===== config.mk =====
export PLATFORM = sky130hd
export DESIGN_NAME = opb_wb_subsys
export DESIGN_NICKNAME = d
export VERILOG_FILES = /design/src/hw/opb_wb_pkg.sv /design/src/hw/opb_wb_subsys.sv /design/src/hw/wb_reg_bank.sv /design/src/hw/wb_addr_decode.sv /design/src/hw/opb_wb_attach.sv
export SDC_FILE = /design/constraint.sdc
export NUM_CORES = 1
export LEC_CHECK = 0
export ABC_CLOCK_PERIOD_IN_PS = 3200
export CORE_MARGIN = 3
export CORE_UTILIZATION = 42
export CTS_BUF_LIST = sky130_fd_sc_hd__clkbuf_8
export CTS_CLUSTER_SIZE = 40
export DETAILED_ROUTE_END_ITERATION = 6
export DONT_BUFFER_PORTS = 1
export PLACE_DENSITY_LB_ADDON = 0.25
export SETUP_SLACK_MARGIN = 0.4
export SYNTH_ARGS = -nofsm -noshare
export SYNTH_HDL_FRONTEND = slang
export SYNTH_SLANG_ARGS = --single-unit

===== constraint.sdc =====
create_clock -name OPB_Clk -period 3.2 [get_ports OPB_Clk]
set_input_delay 0.64 -clock OPB_Clk [delete_from_list [all_inputs] [get_ports OPB_Clk]]
set_output_delay 0.64 -clock OPB_Clk [all_outputs]
set_load 0.02 [all_outputs]

===== src/hw/opb_wb_pkg.sv =====
package opb_wb_pkg;

  // OPB window claimed by the peripheral
  localparam logic [31:0] opb_base_addr = 32'h8000_0000;
  localparam logic [31:0] opb_high_addr = 32'h8000_00ff;

  // data path width and number of byte lanes
  localparam int unsigned bus_dw = 32;
  localparam int unsigned bus_bw = bus_dw / 8;

  // register bank map, offsets are relative to opb_base_addr
  localparam logic [31:0] bank0_offset = 32'h0000_0000;
  localparam int unsigned bank0_words  = 16;

  localparam logic [31:0] bank1_offset = 32'h0000_0040;
  localparam int unsigned bank1_words  = 8;

  // offsets 0x60 up to 0xff belong to no bank and answer with an error

  // one wishbone request, valid while the strobe is high
  typedef struct packed {
    logic              we;
    logic [bus_bw-1:0] sel;
    logic [31:0]       adr;
    logic [bus_dw-1:0] dat;
  } wb_req_t;

  // slaves are zero wait state, so no ack field is carried
  typedef struct packed {
    logic [bus_dw-1:0] dat;
    logic              err;
  } wb_rsp_t;

endpackage

===== src/hw/opb_wb_subsys.sv =====
`timescale 1ns/10ps

module opb_wb_subsys
  import opb_wb_pkg::*;
(
  input  logic              OPB_Clk,
  input  logic              rst_i,
  input  logic              opb_rnw_i,
  input  logic              opb_select_i,
  input  logic [bus_bw-1:0] opb_be_i,
  input  logic [31:0]       opb_abus_i,
  input  logic [bus_dw-1:0] opb_dbus_i,
  output logic [bus_dw-1:0] sl_dbus_o,
  output logic              sl_xfer_ack_o,
  output logic              sl_err_ack_o,
  output logic              sl_retry_o,
  output logic              sl_tout_sup_o
);

  logic              wb_stb;
  wb_req_t           wb_req;
  wb_rsp_t           wb_rsp;
  logic              bank0_stb;
  logic              bank1_stb;
  logic [bus_dw-1:0] bank0_dat;
  logic [bus_dw-1:0] bank1_dat;

  opb_wb_attach u_attach (
    .OPB_Clk       (OPB_Clk),
    .rst_i         (rst_i),
    .opb_rnw_i     (opb_rnw_i),
    .opb_select_i  (opb_select_i),
    .opb_be_i      (opb_be_i),
    .opb_abus_i    (opb_abus_i),
    .opb_dbus_i    (opb_dbus_i),
    .wb_rsp_i      (wb_rsp),
    .wb_stb_o      (wb_stb),
    .wb_req_o      (wb_req),
    .sl_dbus_o     (sl_dbus_o),
    .sl_xfer_ack_o (sl_xfer_ack_o),
    .sl_err_ack_o  (sl_err_ack_o),
    .sl_retry_o    (sl_retry_o),
    .sl_tout_sup_o (sl_tout_sup_o)
  );

  wb_addr_decode u_decode (
    .wb_stb_i    (wb_stb),
    .wb_req_i    (wb_req),
    .bank0_dat_i (bank0_dat),
    .bank1_dat_i (bank1_dat),
    .bank0_stb_o (bank0_stb),
    .bank1_stb_o (bank1_stb),
    .wb_rsp_o    (wb_rsp)
  );

  // both banks share the request, the decoder picks one by strobe
  wb_reg_bank #(.depth(bank0_words)) u_bank0 (
    .OPB_Clk  (OPB_Clk),
    .rst_i    (rst_i),
    .wb_stb_i (bank0_stb),
    .wb_req_i (wb_req),
    .wb_dat_o (bank0_dat)
  );

  wb_reg_bank #(.depth(bank1_words)) u_bank1 (
    .OPB_Clk  (OPB_Clk),
    .rst_i    (rst_i),
    .wb_stb_i (bank1_stb),
    .wb_req_i (wb_req),
    .wb_dat_o (bank1_dat)
  );

endmodule


===== src/hw/wb_reg_bank.sv =====
`timescale 1ns/10ps

module wb_reg_bank
  import opb_wb_pkg::*;
#(
  parameter int unsigned depth = 16
) (
  input  logic              OPB_Clk,
  input  logic              rst_i,
  input  logic              wb_stb_i,
  input  wb_req_t           wb_req_i,
  output logic [bus_dw-1:0] wb_dat_o
);

  logic [bus_dw-1:0]        regs [depth];
  logic [$clog2(depth)-1:0] word_idx;

  // word index, byte address bits below the lane count are dropped
  assign word_idx = wb_req_i.adr[$clog2(depth)+1:2];

  always_ff @(posedge OPB_Clk) begin
    if (rst_i) begin
      for (int w = 0; w < depth; w++) begin
        regs[w] <= '0;
      end
    end else if (wb_stb_i && wb_req_i.we) begin
      // only lanes with their select bit set are written
      for (int b = 0; b < bus_bw; b++) begin
        if (wb_req_i.sel[b]) begin
          regs[word_idx][8*b +: 8] <= wb_req_i.dat[8*b +: 8];
        end
      end
    end
  end

  // combinational read, the bridge samples it in the strobe cycle
  assign wb_dat_o = regs[word_idx];

endmodule


===== src/hw/wb_addr_decode.sv =====
`timescale 1ns/10ps

module wb_addr_decode
  import opb_wb_pkg::*;
(
  input  logic              wb_stb_i,
  input  wb_req_t           wb_req_i,
  input  logic [bus_dw-1:0] bank0_dat_i,
  input  logic [bus_dw-1:0] bank1_dat_i,
  output logic              bank0_stb_o,
  output logic              bank1_stb_o,
  output wb_rsp_t           wb_rsp_o
);

  logic bank0_hit;
  logic bank1_hit;
  logic unmapped;

  // each bank covers words * byte lanes bytes from its offset
  always_comb begin
    bank0_hit = (wb_req_i.adr >= bank0_offset) &&
                (wb_req_i.adr <  bank0_offset + bank0_words * bus_bw);
    bank1_hit = (wb_req_i.adr >= bank1_offset) &&
                (wb_req_i.adr <  bank1_offset + bank1_words * bus_bw);
  end

  assign unmapped = !bank0_hit && !bank1_hit;

  // at most one bank sees the strobe, so unmapped writes are dropped
  assign bank0_stb_o = wb_stb_i && bank0_hit;
  assign bank1_stb_o = wb_stb_i && bank1_hit && !bank0_hit;

  // read data back from the addressed bank
  always_comb begin
    if (bank0_hit) begin
      wb_rsp_o.dat = bank0_dat_i;
    end else if (bank1_hit) begin
      wb_rsp_o.dat = bank1_dat_i;
    end else begin
      wb_rsp_o.dat = '0;
    end
  end

  // bus error only for a strobed access that matched no bank
  assign wb_rsp_o.err = wb_stb_i && unmapped;

endmodule


===== src/hw/opb_wb_attach.sv =====
`timescale 1ns/10ps

module opb_wb_attach
  import opb_wb_pkg::*;
(
  input  logic              OPB_Clk,
  input  logic              rst_i,
  input  logic              opb_rnw_i,
  input  logic              opb_select_i,
  input  logic [bus_bw-1:0] opb_be_i,
  input  logic [31:0]       opb_abus_i,
  input  logic [bus_dw-1:0] opb_dbus_i,
  input  wb_rsp_t           wb_rsp_i,
  output logic              wb_stb_o,
  output wb_req_t           wb_req_o,
  output logic [bus_dw-1:0] sl_dbus_o,
  output logic              sl_xfer_ack_o,
  output logic              sl_err_ack_o,
  output logic              sl_retry_o,
  output logic              sl_tout_sup_o
);

  logic              select_q;
  logic              in_window;
  logic              xfer_ack_q;
  logic              err_ack_q;
  logic [bus_dw-1:0] rd_dat_q;

  // previous select level, used to find the first cycle of a transfer
  always_ff @(posedge OPB_Clk) begin
    if (rst_i) begin
      select_q <= 1'b0;
    end else begin
      select_q <= opb_select_i;
    end
  end

  assign in_window = (opb_abus_i >= opb_base_addr) && (opb_abus_i <= opb_high_addr);

  // single strobe on the rising edge of select
  assign wb_stb_o = opb_select_i && !select_q && in_window;

  assign wb_req_o.we  = ~opb_rnw_i;
  assign wb_req_o.sel = opb_be_i;
  assign wb_req_o.adr = opb_abus_i - opb_base_addr;
  assign wb_req_o.dat = opb_dbus_i;

  // response is sampled at the end of the strobe cycle and shown for one clock
  always_ff @(posedge OPB_Clk) begin
    if (rst_i) begin
      xfer_ack_q <= 1'b0;
      err_ack_q  <= 1'b0;
      rd_dat_q   <= '0;
    end else begin
      xfer_ack_q <= wb_stb_o;
      err_ack_q  <= wb_stb_o && wb_rsp_i.err;
      // the OPB data bus is or-ed, keep it at zero outside read acks
      if (wb_stb_o && opb_rnw_i) begin
        rd_dat_q <= wb_rsp_i.dat;
      end else begin
        rd_dat_q <= '0;
      end
    end
  end

  assign sl_xfer_ack_o = xfer_ack_q;
  assign sl_err_ack_o  = err_ack_q;
  assign sl_dbus_o     = rd_dat_q;

  // no retry and no timeout suppression in this slave
  assign sl_retry_o    = 1'b0;
  assign sl_tout_sup_o = 1'b0;

endmodule


==> impl_metrics.yaml <==
outcome:
  outcome: "finished clean"
worst_setup_path:
  r2r-start: "u_attach.select_q"
  end_kind: "flop"
  arrival_ns: 3.14
  start_kind: "flop"
  crit_fanout: 16
  crit_required_ns: 3.79
  critical_path_class: "reg -> reg"
  setup.worst_path.start: "u_attach.select_q"
layout:
  multi_input_area_mm2: 0.0107
  drive_gt1_frac: 0.230
  final_cells: 3540
  nNetsFinal: 2457
  fill_cells: 7018
  seqCellArea_mm2: 0.0238
  fin_util: 0.481
  area_delta_synth_final_pct: 12.6
  fin_area_mm2: 0.0390
clock_tree:
  numCtsBuffers: 132
  cts_hold_buf: 2
  cts_resized: 0
  cts_tree: "done"
  clock_latency_ns: 0.78
  cts_sinks: 803
  cts.clk_slew.worst_paths_ns: 0.06
  clk_path_buf_depth: 3
  cts-htree-levels: 4
  root_buffer: "clkbuf_8"
  post_cts_buffers: 0
timing:
  period_minus_slack_ns: 2.54
  rsz0062_at_grt: "no"
  worst_slack_ns: 0.657
  setup_tns_ns: 0
  min_period_over_period: 0.795
  max_slew_margin: 0.420
  fin_skew_ns: 0.0278
  maxSlewViolCount: 0
  max_freq_mhz: 393
  hold_ws_ns: 0.113
  tightest_slew_ns: 0.867
  hold_viol: 0
  setup_violations: 0
detailed_routing:
  via_per_inst: 5.81
  routed_wl_um: 94400
  vias: 20579
  drt-pass1-iter-count: 6
  dr.first_iter.drc_count: 2073
  ant_nets: 0
  wl_per_cell_um: 26.7
  drc: 0
synth:
  ys_ff_latch: 803
  synth.yosys.seq_area_share: 0.685
  syn_inst: 2373
  yosys.area.top_type: "edfxtp_1"
  avgSynthCellArea_um2: 14.6
  synth.area.top_cells: "edfxtp_1, mux4_2, nor2_1"
  yosys_warnings: 0
  yosysUniqueCellTypes: 36
  synth_edf_count: 768
  synth_area_mm2: 0.0347
  synthFlopType: "edfxtp_1"
  yosys.area.top_type_share: 0.665
  ys_async_sr_fraction: 0
power:
  powerDensity_mw_per_mm2: 540
  ir_worst_vdd_mv: 0.359
  sequentialPowerShare: 0.559
  intPower_mw: 16.4
  combinationalPowerShare: 0.045
  p_sw_mw: 4.64
  power_frac_clock: 0.396
  p_leak_nw: 13.1
  power.total_mw: 21.1
  switching_share: 0.220
job:
  cap_violations: 0
floorplanning:
  start_util: 0.427
  ios: 108
  die_h_um: 293
  die_area_mm2: 0.0860
  die_w_um: 293
  core_area_mm2: 0.0812
  rows: 104
grt:
  groute.usage.overall: 0.221
  grt_pass1_vias: 21384
  grt_max_degree: 201
  grt_pass1_wl_um: 138000
  antenna_found_initial: 5
  grt_overflow: 0
place:
  pre_cts_ws_ns: 0.126
  hpwl_um: 58500
  placed_cells: 3309
  dpl_cell_area_mm2: 0.0366
  io_buffers: 0
  gp_congestion: 0.799
worst_hold_path:
  min-delay-start: "opb_abus_i[7]"
  hp-class: "in -> reg"
cells in the final DEF, fill, tap and decap left out, types with 3 or more instances in the layout:
cell / n
nor2_1: 802
edfxtp_1: 768
mux4_2: 192
clkbuf_8: 143
buf_4: 82
nand2_1: 68
a22o_1: 64
inv_1: 44
o21bai_4: 42
dfxtp_1: 35
a31o_2: 32
mux2i_1: 32
o22ai_1: 32
o21bai_2: 22
clkinv_1: 17
nand4_1: 11
clkinv_2: 10
buf_12: 10
clkinvlp_4: 8
nand4_4: 7
and3_1: 7
and2_1: 5
nand4b_4: 5
or4_1: 3
nand4b_1: 3
inv_6: 3
synth_stat cells, drive strengths merged, types with 7 or more instances:
| cell | n |
|---|---|
| a31o | 32 |
| dfxtp | 35 |
| a22o | 64 |
| nand4b | 8 |
| o21bai | 64 |
| and3 | 7 |
| clkbuf | 177 |
| nand2 | 69 |
| buf | 40 |
| nor2 | 804 |
| mux4 | 192 |
| mux2i | 32 |
| o22ai | 32 |
| nand4 | 18 |
| and2 | 7 |
| edfxtp | 768 |
cells by family (layout without fill, tap and decap cells):
| kind of cell | after synthesis | in the layout | share of synthesized area |
|---|---|---|---|
| flops | 803 | 803 | 0.685 |
| compound gates | 193 | 193 | 0.0440 |
| simple gates | 935 | 935 | 0.112 |
| mux | 224 | 224 | 0.134 |
| other cells | 1 | 4 | 0.000108 |
| buf+inv | 217 | 321 | 0.0243 |
power by group through the flow:
stage / registers, mW / clock network, mW / logic (mW)
floorplan: 12.0 / 0 / 0.809
global placement: 12.0 / 0 / 0.949
detailed placement: 12.0 / 0 / 0.958
CTS: 11.8 / 8.47 / 0.962
global route: 11.8 / 8.96 / 0.997
finish: 11.8 / 8.33 / 0.952
path summary, 6_finish.rpt:
kind,to,slack [ns],cells after the start
worst max-delay path,u_bank0.regs[13][22],0.66,5
worst min-delay path,u_attach.sl_err_ack_o,0.11,2
worst max register to register,u_bank0.regs[13][22],0.66,5
worst min register to register,u_attach.sl_xfer_ack_o,0.71,2
per-layer routing:
layer	global-route usage	up-vias	wire length [um]
met5	0	-	108
met4	0.0750	8	2520
met3	0.0611	167	8650
met2	0.357	984	46000
met1	0.290	10568	37200
li1	-	8852	-
worst max-delay path: stages, from the launching register on:
cell and delay (ns):
dfxtp_1 0.33, nor4b_4 0.58, buf_4 0.24, and3_1 0.40, nand2_1 0.55, nor2_1 0.23
cell type report:
class                           instances  area share
Sequential cell                       803       0.609
Multi-Input combinational cell       1354       0.274
Clock buffer                          143      0.0504
Tap cell                             1060      0.0340
Timing Repair Buffer                   94      0.0214
Clock inverter                         84      0.0109
Antenna cell                            2    0.000128
state kept, by name, summed over array words and instances, names as in the netlist:
signal,count
u_attach.sl_err_ack_o,1
u_bank0.regs,512
u_attach.sl_dbus_o,32
u_attach.select_q,1
u_bank1.regs,256
u_attach.sl_xfer_ack_o,1
No activity file was read; power rests on OpenSTA's default activity.
